--- config.mk ---
export PLATFORM = sky130hd
export DESIGN_NAME = wdt_subsys_top
export DESIGN_NICKNAME = d
export VERILOG_FILES = /design/src/source/wdt_timer_pkg.sv /design/src/source/wdt_reg_pkg.sv /design/src/source/wdt_subsys_top.sv /design/src/source/wdt_intr_gen.sv /design/src/source/wdt_core.sv /design/src/source/wdt_reg_decode.sv
export VERILOG_INCLUDE_DIRS = /design/src /design/src/source
export SDC_FILE = /design/constraint.sdc
export NUM_CORES = 1
export LEC_CHECK = 0
export CAP_MARGIN = 15
export CORE_MARGIN = 2
export CORE_UTILIZATION = 60
export DETAILED_ROUTE_END_ITERATION = 10
export DONT_BUFFER_PORTS = 1
export PLACE_DENSITY_LB_ADDON = 0.08
export SETUP_SLACK_MARGIN = 0.15
export SYNTH_ARGS = -nofsm -noshare
export SYNTH_HDL_FRONTEND = slang
export SYNTH_HIERARCHICAL = 1
export SYNTH_SLANG_ARGS = --single-unit
--- constraint.sdc ---
create_clock -name clk -period 4.3 [get_ports clk]
set_clock_uncertainty 0.05 [all_clocks]
set_input_delay 0.215 -clock clk [delete_from_list [all_inputs] [get_ports clk]]
set_output_delay 0.215 -clock clk [all_outputs]
set_load 0.02 [all_outputs]
--- src/source/wdt_config.svh ---
// Build-time sizing for the watchdog subsystem, included by packages, RTL and testbench
`ifndef WDT_CONFIG_SVH
`define WDT_CONFIG_SVH

// Number of 32-bit words that make up one timeout period
`define WDT_PERIOD_DWORDS 2

// Period width in bits
// Each period word is one host data word wide
`define WDT_PERIOD_W (`WDT_PERIOD_DWORDS * 32)

// Register address width
// Leaves room for a few more registers later
`define WDT_ADDR_W 4

// Host data bus width, one 32-bit word
`define WDT_DATA_W 32

`endif
--- src/source/wdt_timer_pkg.sv ---
// Timer-side types shared by the watchdog core, the interrupt generator and the register decoder
`include "wdt_config.svh"

package wdt_timer_pkg;

    // One timeout period, spanning WDT_PERIOD_DWORDS host words
    // Also the width of each running counter
    typedef logic [`WDT_PERIOD_W-1:0] wdt_period_t;

    // Timeout flags held by the core
    // All three are levels
    // t1 and t2 clear on service, fatal clears only on reset
    typedef struct packed {
        // Set when the cascade timer 2 runs out
        logic fatal_timeout;
        // Timer 2 reached its period
        logic t2_timeout;
        // Timer 1 reached its period
        logic t1_timeout;
    } wdt_status_t;

    // Interrupt outputs of the subsystem
    // The two timer outputs are one-cycle pulses
    typedef struct packed {
        // Level, straight from the status flag
        logic fatal_timeout;
        // Pulse, suppressed in cascade mode
        logic t2_timeout_p;
        // Pulse on the rising edge of the t1 flag
        logic t1_timeout_p;
    } wdt_intr_t;

endpackage

--- src/source/wdt_reg_pkg.sv ---
// Register-side types: host register map and the decoded controls fed into the watchdog core
`include "wdt_config.svh"

package wdt_reg_pkg;

    // Register map
    // CTRL bit 0 is enable, bit 1 is restart (write one, self clearing)
    // STATUS bits 0 and 1 are write-one-to-clear, bit 2 is read only
    typedef enum logic [`WDT_ADDR_W-1:0] {
        T1_CTRL      = 4'h0,
        T1_PERIOD_LO = 4'h1,
        T1_PERIOD_HI = 4'h2,
        T2_CTRL      = 4'h3,
        T2_PERIOD_LO = 4'h4,
        T2_PERIOD_HI = 4'h5,
        STATUS       = 4'h6
    } wdt_reg_e;

    // Decoded controls from the register file into the core
    // Restart and service fields are single-cycle pulses
    typedef struct packed {
        // Timer enables, levels
        logic                      timer1_en;
        logic                      timer2_en;
        // Clear the running count
        logic                      timer1_restart;
        logic                      timer2_restart;
        // Timeout periods in clock cycles
        wdt_timer_pkg::wdt_period_t timer1_period;
        wdt_timer_pkg::wdt_period_t timer2_period;
        // Software acknowledged the timeout
        logic                      t1_serviced;
        logic                      t2_serviced;
    } wdt_ctrl_t;

endpackage

--- src/source/wdt_subsys_top.sv ---
// Watchdog subsystem top: register decode, timer core and interrupt generator behind a host port
`timescale 1ns/1ps
`include "wdt_config.svh"

module wdt_subsys_top (
    input  logic                     clk,
    input  logic                     rst_b,
    // Host register port, plain strobes
    input  logic                     reg_wr,
    input  logic                     reg_rd,
    input  wdt_reg_pkg::wdt_reg_e    reg_addr,
    input  logic [`WDT_DATA_W-1:0]   reg_wdata,
    output logic [`WDT_DATA_W-1:0]   reg_rdata,
    // Timeout interrupts
    output wdt_timer_pkg::wdt_intr_t intr
);
    import wdt_reg_pkg::*;
    import wdt_timer_pkg::*;

    wdt_ctrl_t   ctrl;
    wdt_status_t status;

    // Register file and pulse generation
    wdt_reg_decode u_decode (
        .clk       (clk),
        .rst_b     (rst_b),
        .reg_wr    (reg_wr),
        .reg_rd    (reg_rd),
        .reg_addr  (reg_addr),
        .reg_wdata (reg_wdata),
        .status    (status),
        .reg_rdata (reg_rdata),
        .ctrl      (ctrl)
    );

    // Both timers and the flags
    wdt_core u_core (
        .clk    (clk),
        .rst_b  (rst_b),
        .ctrl   (ctrl),
        .status (status)
    );

    // Timer 2 enable tells the generator which mode is active
    wdt_intr_gen u_intr (
        .clk       (clk),
        .rst_b     (rst_b),
        .status    (status),
        .timer2_en (ctrl.timer2_en),
        .intr      (intr)
    );

endmodule

--- src/source/wdt_intr_gen.sv ---
// Interrupt generator: rising-edge pulses from timeout flags, t2 masked in cascade mode
`timescale 1ns/1ps

module wdt_intr_gen (
    input  logic                       clk,
    input  logic                       rst_b,
    input  wdt_timer_pkg::wdt_status_t status,
    input  logic                       timer2_en,
    output wdt_timer_pkg::wdt_intr_t   intr
);

    logic t1_timeout_q;
    logic t2_timeout_q;

    // Previous-cycle copies of the flags for edge detection
    always_ff @(posedge clk or negedge rst_b) begin
        if (!rst_b) begin
            t1_timeout_q <= 1'b0;
            t2_timeout_q <= 1'b0;
        end else begin
            t1_timeout_q <= status.t1_timeout;
            t2_timeout_q <= status.t2_timeout;
        end
    end

    always_comb begin
        // First cycle of the t1 flag
        intr.t1_timeout_p  = status.t1_timeout && !t1_timeout_q;
        // Cascade mode reports t2 only through the fatal output
        intr.t2_timeout_p  = status.t2_timeout && !t2_timeout_q && timer2_en;
        intr.fatal_timeout = status.fatal_timeout;
    end

    // Each interrupt pulse lasts a single cycle
    a_t1_single: assert property (
        @(posedge clk) disable iff (!rst_b)
        intr.t1_timeout_p |=> !intr.t1_timeout_p
    );

    a_t2_single: assert property (
        @(posedge clk) disable iff (!rst_b)
        intr.t2_timeout_p |=> !intr.t2_timeout_p
    );

endmodule

--- src/source/wdt_core.sv ---
// Watchdog core: two period counters with independent and cascade modes, and the timeout flags
`timescale 1ns/1ps

module wdt_core (
    input  logic                       clk,
    input  logic                       rst_b,
    input  wdt_reg_pkg::wdt_ctrl_t     ctrl,
    output wdt_timer_pkg::wdt_status_t status
);
    import wdt_timer_pkg::*;

    wdt_period_t t1_count;
    wdt_period_t t2_count;
    logic        cascade;
    logic        t1_run;
    logic        t2_run;
    logic        t1_hit;
    logic        t2_hit;
    logic        t2_clear;

    // Cascade mode: only timer 1 enabled, timer 2 backs it up
    assign cascade = ctrl.timer1_en && !ctrl.timer2_en;

    // Timer 1 runs while enabled and not yet timed out
    assign t1_run = ctrl.timer1_en && !status.t1_timeout;

    // Timer 2 runs on its own enable, or in cascade once timer 1 has expired
    assign t2_run = (ctrl.timer2_en || (cascade && status.t1_timeout)) && !status.t2_timeout;

    // Greater-or-equal so a period lowered mid-count still stops the counter
    assign t1_hit = t1_count >= ctrl.timer1_period;
    assign t2_hit = t2_count >= ctrl.timer2_period;

    // In cascade, servicing timer 1 also restarts the backup count
    assign t2_clear = ctrl.t2_serviced || ctrl.timer2_restart ||
                      (cascade && ctrl.t1_serviced);

    // Timer 1 counter
    always_ff @(posedge clk or negedge rst_b) begin
        if (!rst_b) begin
            t1_count <= '0;
        end else if (ctrl.t1_serviced || ctrl.timer1_restart) begin
            t1_count <= '0;
        end else if (t1_run && !t1_hit) begin
            t1_count <= t1_count + 1'b1;
        end
    end

    // Timer 2 counter
    always_ff @(posedge clk or negedge rst_b) begin
        if (!rst_b) begin
            t2_count <= '0;
        end else if (t2_clear) begin
            t2_count <= '0;
        end else if (t2_run && !t2_hit) begin
            t2_count <= t2_count + 1'b1;
        end
    end

    // Timeout flags
    // Service wins over a timeout in the same cycle
    always_ff @(posedge clk or negedge rst_b) begin
        if (!rst_b) begin
            status <= '0;
        end else begin
            if (ctrl.t1_serviced)
                status.t1_timeout <= 1'b0;
            else if (t1_run && t1_hit && !ctrl.timer1_restart)
                status.t1_timeout <= 1'b1;

            if (ctrl.t2_serviced)
                status.t2_timeout <= 1'b0;
            else if (t2_run && t2_hit && !t2_clear)
                status.t2_timeout <= 1'b1;

            // Sticky until reset
            if (cascade && t2_run && t2_hit && !t2_clear)
                status.fatal_timeout <= 1'b1;
        end
    end

    // Fatal only comes out of cascade mode
    a_fatal_in_cascade: assert property (
        @(posedge clk) disable iff (!rst_b)
        $rose(status.fatal_timeout) |-> !$past(ctrl.timer2_en)
    );

    // A counter step never lands past the period it was compared to
    a_t1_in_range: assert property (
        @(posedge clk) disable iff (!rst_b)
        (t1_count > $past(t1_count)) |-> (t1_count <= $past(ctrl.timer1_period))
    );

    a_t2_in_range: assert property (
        @(posedge clk) disable iff (!rst_b)
        (t2_count > $past(t2_count)) |-> (t2_count <= $past(ctrl.timer2_period))
    );

endmodule

--- src/source/wdt_reg_decode.sv ---
// Register decode stage: holds enables, periods and pulse requests, returns read data to the host
`timescale 1ns/1ps
`include "wdt_config.svh"

module wdt_reg_decode (
    input  logic                     clk,
    input  logic                     rst_b,
    input  logic                     reg_wr,
    input  logic                     reg_rd,
    input  wdt_reg_pkg::wdt_reg_e    reg_addr,
    input  logic [`WDT_DATA_W-1:0]   reg_wdata,
    input  wdt_timer_pkg::wdt_status_t status,
    output logic [`WDT_DATA_W-1:0]   reg_rdata,
    output wdt_reg_pkg::wdt_ctrl_t   ctrl
);
    import wdt_reg_pkg::*;
    import wdt_timer_pkg::*;

    logic                   t1_en;
    logic                   t2_en;
    wdt_period_t            t1_period;
    wdt_period_t            t2_period;
    logic                   t1_restart;
    logic                   t2_restart;
    logic                   t1_service;
    logic                   t2_service;
    int unsigned            word_sel;
    logic [`WDT_DATA_W-1:0] rd_mux;

    // Which period word the address points at
    always_comb begin
        case (reg_addr)
            T1_PERIOD_HI, T2_PERIOD_HI: word_sel = 1;
            default: word_sel = 0;
        endcase
    end

    // Enables and periods update on the write edge
    always_ff @(posedge clk or negedge rst_b) begin
        if (!rst_b) begin
            t1_en     <= 1'b0;
            t2_en     <= 1'b0;
            t1_period <= '0;
            t2_period <= '0;
        end else if (reg_wr) begin
            case (reg_addr)
                T1_CTRL: t1_en <= reg_wdata[0];
                T2_CTRL: t2_en <= reg_wdata[0];
                T1_PERIOD_LO, T1_PERIOD_HI: begin
                    if (word_sel < `WDT_PERIOD_DWORDS)
                        t1_period[word_sel*`WDT_DATA_W +: `WDT_DATA_W] <= reg_wdata;
                end
                T2_PERIOD_LO, T2_PERIOD_HI: begin
                    if (word_sel < `WDT_PERIOD_DWORDS)
                        t2_period[word_sel*`WDT_DATA_W +: `WDT_DATA_W] <= reg_wdata;
                end
                default: ;
            endcase
        end
    end

    // Write-one bits become single-cycle pulses on the next cycle
    always_ff @(posedge clk or negedge rst_b) begin
        if (!rst_b) begin
            t1_restart <= 1'b0;
            t2_restart <= 1'b0;
            t1_service <= 1'b0;
            t2_service <= 1'b0;
        end else begin
            t1_restart <= reg_wr && (reg_addr == T1_CTRL) && reg_wdata[1];
            t2_restart <= reg_wr && (reg_addr == T2_CTRL) && reg_wdata[1];
            // Writing one to a STATUS bit services that timer
            t1_service <= reg_wr && (reg_addr == STATUS) && reg_wdata[0];
            t2_service <= reg_wr && (reg_addr == STATUS) && reg_wdata[1];
        end
    end

    // Read mux, restart bits always read back as zero
    always_comb begin
        rd_mux = '0;
        case (reg_addr)
            T1_CTRL: rd_mux[0] = t1_en;
            T2_CTRL: rd_mux[0] = t2_en;
            T1_PERIOD_LO, T1_PERIOD_HI:
                rd_mux = t1_period[word_sel*`WDT_DATA_W +: `WDT_DATA_W];
            T2_PERIOD_LO, T2_PERIOD_HI:
                rd_mux = t2_period[word_sel*`WDT_DATA_W +: `WDT_DATA_W];
            STATUS:
                rd_mux[2:0] = {status.fatal_timeout, status.t2_timeout, status.t1_timeout};
            default: ;
        endcase
    end

    // Read data valid the cycle after the strobe, held otherwise
    always_ff @(posedge clk) begin
        if (reg_rd)
            reg_rdata <= rd_mux;
    end

    // Decoded controls to the core
    always_comb begin
        ctrl.timer1_en      = t1_en;
        ctrl.timer2_en      = t2_en;
        ctrl.timer1_restart = t1_restart;
        ctrl.timer2_restart = t2_restart;
        ctrl.timer1_period  = t1_period;
        ctrl.timer2_period  = t2_period;
        ctrl.t1_serviced    = t1_service;
        ctrl.t2_serviced    = t2_service;
    end

    // Host never reads and writes in the same cycle
    a_no_rd_wr_overlap: assert property (
        @(posedge clk) disable iff (!rst_b) !(reg_wr && reg_rd)
    );

endmodule

==> results_dict.tcl, run 1 <==
set metrics [dict create \
    status "finished, violations left" \
    syn_avg_cell_area_um2 10.43 \
    yosysMostFrequentCell "dfrtp_1" \
    worstHoldPathType "primary input to asynchronous set/reset pin" \
    wirelength_um 45850 \
    crit_fanout 16 \
    p_comb_share_pct 17.7 \
    yosysSeqAreaShare_pct 43.48 \
    cp_num_buf_inv 0 \
    hold-worst-slack_ps -651.7 \
    synth_edf_count 32 \
    slew_viol_final 0 \
    synth_area_um2 17580 \
    final_antenna_net_count 0 \
    gr-total-overflow 0 \
    place_ws_ps 648.8 \
    maxCapViolations 0 \
    finalHoldViolCount 267 \
    ctsResizeCount 0 \
    crit_chain "ha_1, a21o_1, a221o_1, a221oi_1, o21ai_0, a22oi_4, nand4_2, or4_1, a21oi_1" \
    drtIter0Drc 1113 \
    synth.area.top_cells "dfrtp_1 38%, ha_1 9.3%, mux2_4 7.7%" \
    drive_above_1_share_pct 13.55 \
    chipWidth_um 175.2 \
    viasPerCell 6.319 \
    clock-sinks 299 \
    fin_cells 2113 \
    grt_use_met3_pct 4.939 \
    yosysTopAreaCellShare_pct 38.01 \
    power_density_nw_per_um2 413.3 \
    p_seq_share_pct 45.1 \
    grt_max_degree 268 \
    min_period_ps 3797 \
    cts_hold_buf 42 \
    vias 13352 \
    synthesis.nets 1855 \
    synthArstFlopShare_pct 89.30 \
    cp_top_family "compound AO/OA/AOI/OAI gates" \
    slew_headroom_pct 21.02 \
    htree_num_levels 2 \
    cp-start-kind "flip-flop" \
    grt_antenna_before_repair 2 \
    cts_buffer_depth 3 \
    root_buffer "clkbuf_16" \
    gp_congestion 0.8835 \
    grt_pass1_wl_um 73120 \
    cts_tree "done" \
    synthCells 1685 \
    synth_top_area_cell "dfrtp_1" \
    coreArea_um2 28780 \
    fmax_ghz 0.2634 \
    grtUsageTotal_pct 30.38 \
    leakage_uw 0.008882 \
    drt_pass1_iterations 5 \
    tns_ps 0 \
    ys_top_cells_by_count "267 x dfrtp_1, 147 x inv_1, 133 x a21oi_1" \
    rows 62 \
    yosys_warnings 6 \
    grt_pass1_vias 13024 \
    wl_per_cell_um 21.70 \
    die_h_um 175.2 \
    required_ps 4670 \
    rsz0062_at_grt "false" \
    tightest_slew_ps 1185 \
    busiest_layer "met2" \
    ys_types 76 \
    io_buffers 0 \
    arrival_ps 4170 \
    p_int_uw 5686 \
    crit_path_top_delay_cell "or4_1" \
    nFillCells 2242 \
    die_area_um2 30680 \
    start_util_pct 61.07 \
    worst_ir_drop_vdd_mv 0.3380 \
    finalWorstSetupSlack_ps 502.9 \
    power_switching_uw 2282 \
    ys_seq_elements 299 \
    cpPeakStageDelay_ps 590 \
    use_met2_pct 47.75 \
    nets 1871 \
    synthFlopType "dfrtp_1" \
    clkLatencyLatePin_ps 510 \
    utilization_pct 66.99 \
    grtUsageMet1_pct 43.24 \
    clkTransAtPathRegs_ps 60 \
    finalCritPeriodShare_pct 88.30 \
    switching_share_pct 28.64 \
    area_growth_pct 9.681 \
    cp-end-kind "flip-flop" \
    critPathKind "flip-flop to flip-flop" \
    dpl.hpwl_um 32060 \
    dp_cells 2005 \
    io_pins 75 \
    drc_errors 0 \
    violations "hold timing" \
    postCtsSetupBuffers 0 \
    clockPowerShare_pct 37.2 \
    numCtsBuffers 35 \
    setup_viol 0 \
]
cells in the final DEF (no fill, tap or decap), types with 11 or more instances in the layout:
master | synthesis | final
and3_1 | 28 | 28
nand2_1 | 94 | 94
o31ai_1 | 38 | 38
inv_1 | 147 | 147
buf_4 | 9 | 15
nand4_1 | 61 | 61
or3_1 | 45 | 45
a21oi_1 | 133 | 133
xor2_1 | 30 | 30
a21o_1 | 13 | 13
o21ai_0 | 82 | 82
nand3_1 | 67 | 67
mux2_2 | 41 | 41
edfxtp_1 | 32 | 32
dlygate4sd3_1 | 0 | 41
nor3_1 | 11 | 11
and2_1 | 14 | 12
ha_1 | 130 | 130
mux2_4 | 90 | 90
or4_1 | 39 | 39
a22oi_1 | 60 | 60
dfrtp_1 | 267 | 267
nor2_1 | 63 | 63
and4_1 | 15 | 15
clkbuf_16 | 0 | 37
logic make-up after synthesis:
group,synth area share [%]
xor gates and xnor gates,1.894
buffers and inverters,5.937
adders and majority gates,9.254
muxes,10.68
and+or+nand+nor,15.80
DFF,43.48
AOI/OAI and AO/OA,12.96
cell type report:
type,count,area [um2],area share [%]
multi-input cells,1160,8906,46.20
flip-flops and latches,299,7642,39.64
clock buffers,50,1015,5.263
inverters,147,551.8,2.862
repair buffers,58,548.0,2.843
well taps,384,480.5,2.492
clock inverters,13,130.1,0.6750
diodes,2,5.005,0.02596
power groups by stage:
stage                     combinational, uW  clock, uW  sequential [uW]
after CTS                              1410       3020             3590
after detailed placement               1330          0             3640
final                                  1410       2960             3590
after floorplan                        1070          0             3510
after global routing                   1580       3130             3640
after global placement                 1280          0             3620
stage by stage:
step                hold WS, ps  instance area, um2  total power, uW
floorplan                -130.6               17580             4576
global placement         -121.7               17690             4896
detailed placement       -121.0               17690             4963
CTS                      -660.7               19270             8015
global route             -668.2               19270             8347
finish                   -651.7               19280             7969
registers in the layout (all words and copies together), names as in the netlist, 3 cells and up:
| signal | count |
|---|---|
| u_decode/t2_period | 64 |
| u_decode/reg_rdata | 32 |
| u_core/status | 3 |
| u_core/t1_count | 64 |
| u_decode/t1_period | 64 |
| u_core/t2_count | 64 |
per-layer routing:
layer | wire length [um] | up-vias
met5 | 0 | -
met4 | 1410 | 0
met3 | 2919 | 78
met2 | 21160 | 418
met1 | 20370 | 6642
li1 | - | 6214
final timing paths:
path / from / endpoint / slack (ps) / cells past startpoint
worst min register to register: u_decode/t1_service / u_core/status[0] / 440 / 1
worst max register to register: u_core/t2_count[25] / u_core/t2_count[60] / 500 / 9
worst min-delay path: rst_b / u_decode/t1_period[56] / -650 / 0
worst max-delay path: u_core/t2_count[25] / u_core/t2_count[60] / 500 / 9
max in group asynchronous: rst_b / u_decode/t2_period[4] / 4480 / 0
min in group clk: reg_addr[0] / u_decode/reg_rdata[1] / 30 / 3
Note: power is estimated with default switching activity, not from simulation.
==> run 2, diff against run 1 <==
--- a/config.mk
+++ b/config.mk
@@ -11,9 +11,10 @@
 export CORE_UTILIZATION = 60
 export DETAILED_ROUTE_END_ITERATION = 10
 export DONT_BUFFER_PORTS = 1
+export GPL_TIMING_DRIVEN = 1
+export MAX_ROUTING_LAYER = met4
 export PLACE_DENSITY_LB_ADDON = 0.08
 export SETUP_SLACK_MARGIN = 0.15
 export SYNTH_ARGS = -nofsm -noshare
 export SYNTH_HDL_FRONTEND = slang
-export SYNTH_HIERARCHICAL = 1
 export SYNTH_SLANG_ARGS = --single-unit
==> results_dict.tcl, run 2 <==
set metrics [dict create \
    status "finished, violations left" \
    violations "hold timing" \
    final_antenna_net_count 0 \
    utilization_pct 69.18 \
    start_util_pct 61.19 \
    drc_errors 0 \
    reg2reg_from "u_core.t2_count[35]" \
    cts_tree "done" \
    area_growth_pct 13.05 \
    ys_types 61 \
    reg2reg_slack_ps 660 \
    root_buffer "clkbuf_16" \
    tightest_slew_ps 1068 \
    tns_ps 0 \
    die_h_um 172.6 \
    clock-sinks 299 \
    synth_top_area_cell "dfrtp_1" \
    io_pins 75 \
    crit_chain "ha_1, a21oi_1, o21ai_0, a221oi_2, o31ai_1, a2111oi_4, buf_4, o2111ai_2, buf_4, or3_1, a21oi_1" \
    hold-worst-slack_ps -656.6 \
    mostFrequentLayoutCells "267 x dfrtp_1, 177 x nand2_1, 165 x inv_1" \
    viasPerCell 6.486 \
    arrival_ps 4030 \
    cp_num_buf_inv 2 \
    wl_per_cell_um 22.04 \
    maxCapViolations 0 \
    leakage_uw 0.008565 \
    clkLatencyLatePin_ps 520 \
    synth_edf_count 32 \
    gr-total-overflow 0 \
    crit_path_top_delay_cell "o2111ai_2" \
    synth_area_um2 17050 \
    ctsResizeCount 0 \
    grt_pass1_vias 13943 \
    drt_pass1_iterations 5 \
    grt_antenna_before_repair 2 \
    fmax_ghz 0.2744 \
    drtIter0Drc 1560 \
    synthFlopType "dfrtp_1" \
    min_period_ps 3644 \
    worst_ir_drop_vdd_mv 0.3597 \
    critPathKind "flip-flop to flip-flop" \
    cpPeakStageDelay_ps 500 \
    io_buffers 0 \
    coreArea_um2 27860 \
    finalCritPeriodShare_pct 84.74 \
    cts_hold_buf 56 \
    worstHoldPathType "primary input to asynchronous set/reset pin" \
    synth.area.top_cells "dfrtp_1 39%, ha_1 9.5%, edfxtp_1 5.6%" \
    slew_headroom_pct 28.82 \
    clkTransAtPathRegs_ps 60 \
    ys_seq_elements 299 \
    required_ps 4690 \
    drive_above_1_share_pct 9.278 \
    vias 14431 \
    crit_fanout 24 \
    syn_avg_cell_area_um2 9.539 \
    numCtsBuffers 34 \
    power_uw 8320 \
    cts_buffer_depth 3 \
    ff2ff_path_depth 11 \
    setup_viol 0 \
    gp_congestion 0.9312 \
    postCtsSetupBuffers 0 \
    grtUsageTotal_pct 34.08 \
    rr_endpoint "u_core.t2_count[32]" \
    synthCells 1787 \
    htree_num_levels 2 \
    nets 1988 \
    cp-start-kind "flip-flop" \
    die_area_um2 29780 \
    finalHoldViolCount 267 \
    dpl.hpwl_um 33900 \
    cp_top_family "compound AO/OA/AOI/OAI gates" \
    yosysSeqAreaShare_pct 44.83 \
    rsz0062_at_grt "false" \
    synthesis.nets 1957 \
    synthArstFlopShare_pct 89.30 \
    grt_pass1_wl_um 78330 \
    power_density_nw_per_um2 431.8 \
    cp-end-kind "flip-flop" \
    ys_top_cells_by_count "267 x dfrtp_1, 177 x nand2_1, 165 x inv_1" \
    wirelength_um 49030 \
    grt_max_degree 268 \
    yosysMostFrequentCell "dfrtp_1" \
    rows 61 \
    yosys_warnings 0 \
    yosysTopAreaCellShare_pct 39.20 \
    chipWidth_um 172.6 \
    slew_viol_final 0 \
    final_common_cell "dfrtp_1" \
]
[run 2: worst max-delay path by stage]
stage | depth (start not counted) | endpoint | start
global route | 11 | u_core.t2_count[30] | u_core.t2_count[35]
floorplan | 10 | u_core.t2_count[44] | u_core.t2_count[45]
CTS | 11 | u_core.t2_count[28] | u_core.t2_count[35]
finish | 11 | u_core.t2_count[32] | u_core.t2_count[35]
detailed placement | 11 | u_core.t2_count[28] | u_core.t2_count[35]
global placement | 11 | u_core.t2_count[30] | u_core.t2_count[35]
[run 2: report_power, final]
part	total, uW	switching (uW)	internal (uW)
Sequential	3610	354	3260
Clock	3310	1220	2100
Combinational	1400	836	560
[run 2: through the flow]
step / area (um2) / std cells / setup slack, ps
finish: 19270 / 2225 / 656.3
global route: 19270 / 2223 / 426.2
floorplan: 17050 / 1787 / 1263
global placement: 17410 / 2103 / 815.2
CTS: 19240 / 2220 / 647.1
detailed placement: 17410 / 2103 / 671.5
[run 2: layer usage]
| layer | vias to the layer above | track usage [%] | routed length [um] |
|---|---|---|---|
| met5 | - | - | 0 |
| met4 | 0 | 9.117 | 1340 |
| met3 | 103 | 7.784 | 4188 |
| met2 | 559 | 51.22 | 22250 |
| met1 | 7085 | 46.79 | 21250 |
| li1 | 6684 | - | - |
[run 2: area by class of cell]
cell class,count,area (um2)
antenna,4,10.01
sequential,299,7642
multi-input combinational,1239,8501
fill,2166,8587
timing repair buffer,79,768.2
clock inverter,21,362.8
clock buffer,40,894.6
tap,378,473.0
inverter,165,619.3
[run 2: kinds of logic (layout without fill, tap and decap cells)]
| family | Yosys count | count (layout) | synth area share [%] |
|---|---|---|---|
| AOI/OAI and AO/OA | 464 | 464 | 17.28 |
| xor gates and xnor gates | 21 | 21 | 1.079 |
| adders and majority gates | 130 | 130 | 9.542 |
| buffers and inverters | 249 | 305 | 5.549 |
| DFF | 299 | 299 | 44.83 |
| muxes | 68 | 68 | 4.485 |
| other | 0 | 4 | 0 |
| and+or+nand+nor | 556 | 556 | 17.23 |
==> run 3, diff against run 2 <==
--- a/config.mk
+++ b/config.mk
@@ -6,6 +6,7 @@
 export SDC_FILE = /design/constraint.sdc
 export NUM_CORES = 1
 export LEC_CHECK = 0
+export ABC_AREA = 1
 export CAP_MARGIN = 15
 export CORE_MARGIN = 2
 export CORE_UTILIZATION = 60
==> constraint.sdc (replaced) <==
create_clock -name clk -period 3.8 [get_ports clk]
set_clock_uncertainty 0.05 [all_clocks]
set_input_delay 0.19 -clock clk [delete_from_list [all_inputs] [get_ports clk]]
set_output_delay 0.19 -clock clk [all_outputs]
set_load 0.02 [all_outputs]
==> results_dict.tcl, run 3 <==
set metrics [dict create \
    nFillCells 2779 \
    synth.area.top_cells "dfrtp_1 34%, nand2_1 14%, ha_1 8.2%" \
    mostFrequentLayoutCells "718 x nand2_1, 408 x nor2_1, 283 x inv_1" \
    io_buffers 0 \
    clockPowerShare_pct 37.3 \
    synthesis.nets 2891 \
    synth_top_family_by_area "simple AND/OR/NAND/NOR gates" \
    power_density_nw_per_um2 412.7 \
    p_seq_share_pct 44.4 \
    rows 66 \
    required_ps 4160 \
    grtUsageTotal_pct 41.30 \
    syn_avg_cell_area_um2 7.262 \
    yosys_warnings 0 \
    p_comb_share_pct 18.2 \
    finalWorstSetupSlack_ps 668.4 \
    synthAdderAreaFrac_pct 8.231 \
    grt_max_degree 268 \
    ctsResizeCount 0 \
    worstHoldPathType "primary input to asynchronous set/reset pin" \
    yosysMostFrequentCell "nand2_1" \
    violations "hold timing" \
    switching_share_pct 32.06 \
    coreArea_um2 32450 \
    finalCritPeriodShare_pct 82.41 \
    yosysSeqAreaShare_pct 38.68 \
    chipWidth_um 185.5 \
    drc_errors 0 \
    final_common_cell "nand2_1" \
    postCtsSetupBuffers 0 \
    cts_buffer_depth 3 \
    die_h_um 185.5 \
    start_util_pct 60.89 \
    reg2reg_from "u_core.t2_count[45]" \
    synth_top_area_cell "dfrtp_1" \
    ys_seq_elements 299 \
    synthFlopType "dfrtp_1" \
    fmax_ghz 0.3193 \
    crit_fanout 32 \
    synthCells 2721 \
    status "finished, violations left" \
    wl_per_cell_um 21.16 \
    hold-worst-slack_ps -695.6 \
    clkTransAtPathRegs_ps 60 \
    setup_viol 0 \
    clkLatencyLatePin_ps 530 \
    arrival_ps 3490 \
    grt_pass1_wl_um 104100 \
    ys_types 43 \
    slew_viol_final 0 \
    min_period_ps 3132 \
    wirelength_um 67600 \
    die_area_um2 34400 \
    ys_top_cells_by_count "721 x nand2_1, 410 x nor2_1, 285 x inv_1" \
    maxCapViolations 0 \
    drtIter0Drc 2003 \
    synth_area_um2 19760 \
    finalHoldViolCount 267 \
    power_switching_uw 2851 \
    critPathKind "flip-flop to flip-flop" \
    tightest_slew_ps 1042 \
    root_buffer "clkbuf_16" \
    drt_pass1_iterations 6 \
    io_pins 75 \
    yosys-mux-area-fraction_pct 0 \
    viasPerCell 5.966 \
    area_growth_pct 9.023 \
    leakage_uw 0.01045 \
    cp-end-kind "flip-flop" \
    fin_cells 3194 \
    p_int_uw 6040 \
    synth_edf_count 32 \
    vias 19056 \
    synth_compound_area_share_pct 8.137 \
    drive_above_1_share_pct 4.259 \
    cts_hold_buf 41 \
    grt_antenna_before_repair 5 \
    rsz0062_at_grt "false" \
    worst_ir_drop_vdd_mv 0.3188 \
    slew_headroom_pct 30.30 \
    gr-total-overflow 0 \
    synthSimpleGateAreaFrac_pct 31.55 \
    place_ws_ps 717.1 \
    cts_tree "done" \
    synthXorXnorAreaFrac_pct 5.186 \
    dpl.hpwl_um 49790 \
    synthArstFlopShare_pct 89.30 \
    gp_congestion 1.019 \
    clock-sinks 299 \
    nets 2893 \
    htree_num_levels 2 \
    yosysTopAreaCellShare_pct 33.81 \
    tns_ps 0 \
    startpoint "u_core.t2_count[45]" \
    final_antenna_net_count 0 \
    dp_cells 3087 \
    cp-start-kind "flip-flop" \
    numCtsBuffers 34 \
    grt_pass1_vias 18511 \
]
-- run 3: changes by cell type in the layout (fill, tap and decap cells not counted), sizes merged, moves of 69 or more --
cell	previous run	this run
a21oi	148	54
nand3	55	213
o21ai	135	204
nor2	57	418
inv	166	289
xor2	14	89
nand2	177	725
-- run 3: final cells by class --
type	count	area, um2	area share (%)
Clock inverter	16	146.4	0.6795
Inverter	289	1085	5.035
Antenna cell	5	12.51	0.05808
Tap cell	442	553.0	2.567
Multi-Input combinational cell	2036	10520	48.84
Clock buffer	44	959.7	4.455
Sequential cell	299	7642	35.47
Timing Repair Buffer	63	623.1	2.892
-- run 3: cells by family (layout without fill, tap and decap cells) --
kind of cell,Yosys count,count (layout)
buffers and inverters,386,412
AND/OR/NAND/NOR,1486,1486
other,0,5
XOR/XNOR,117,117
adder cells (fa/ha/maj),130,130
AO/OA/AOI/OAI,303,303
flip-flops,299,299
-- run 3: routing by layer --
| layer | track usage (%) | vias up | wire length (um) |
|---|---|---|---|
| met5 | - | - | 0 |
| met4 | 27.90 | 0 | 5516 |
| met3 | 6.085 | 290 | 4401 |
| met2 | 69.49 | 940 | 33320 |
| met1 | 45.54 | 9014 | 24360 |
| li1 | - | 8812 | - |
-- run 3: final timing paths --
path | endpoint | slack (ps) | cells past startpoint
max in group asynchronous | u_core.t1_count[61] | 3790 | 0
worst max register to register | u_core.t2_count[56] | 670 | 11
worst max-delay path | u_core.t2_count[56] | 670 | 11
worst min register to register | u_intr.t2_timeout_q | 360 | 0
worst min-delay path | u_core.t2_count[8] | -700 | 0
min in group clk | u_decode.t2_restart | 100 | 5
-- run 3: worst max-delay path, cell delays in order, from the launching register on --
cell     delay (ps)
dfrtp_1         490
ha_1            350
nand2_1          70
nor4_1          670
nand2_1         140
nor3_2          130
nand2_1         120
nand3_2         100
nand2_2         390
buf_12          350
nand2_1          80
nand2_1          50
-- run 3: power by group through the flow --
stage	combinational, uW	clock [uW]	sequential (uW)
after floorplan	1160	0	3870
after global placement	1450	0	3970
after detailed placement	1530	0	3980
after CTS	1600	3320	3930
after global routing	1820	3460	3980
final	1620	3320	3950
-- run 3: stage by stage --
| stage | util [%] | power [uW] | hold slack [ps] | instance area (um2) |
|---|---|---|---|---|
| floorplan | - | 5027 | -155.6 | 19760 |
| finish | 66.38 | 8891 | -695.6 | 21540 |
| global placement | 61.58 | 5416 | -150.6 | 19980 |
| global route | 66.38 | 9259 | -708.0 | 21540 |
| CTS | 66.28 | 8847 | -702.2 | 21510 |
| detailed placement | 61.58 | 5508 | -149.1 | 19980 |
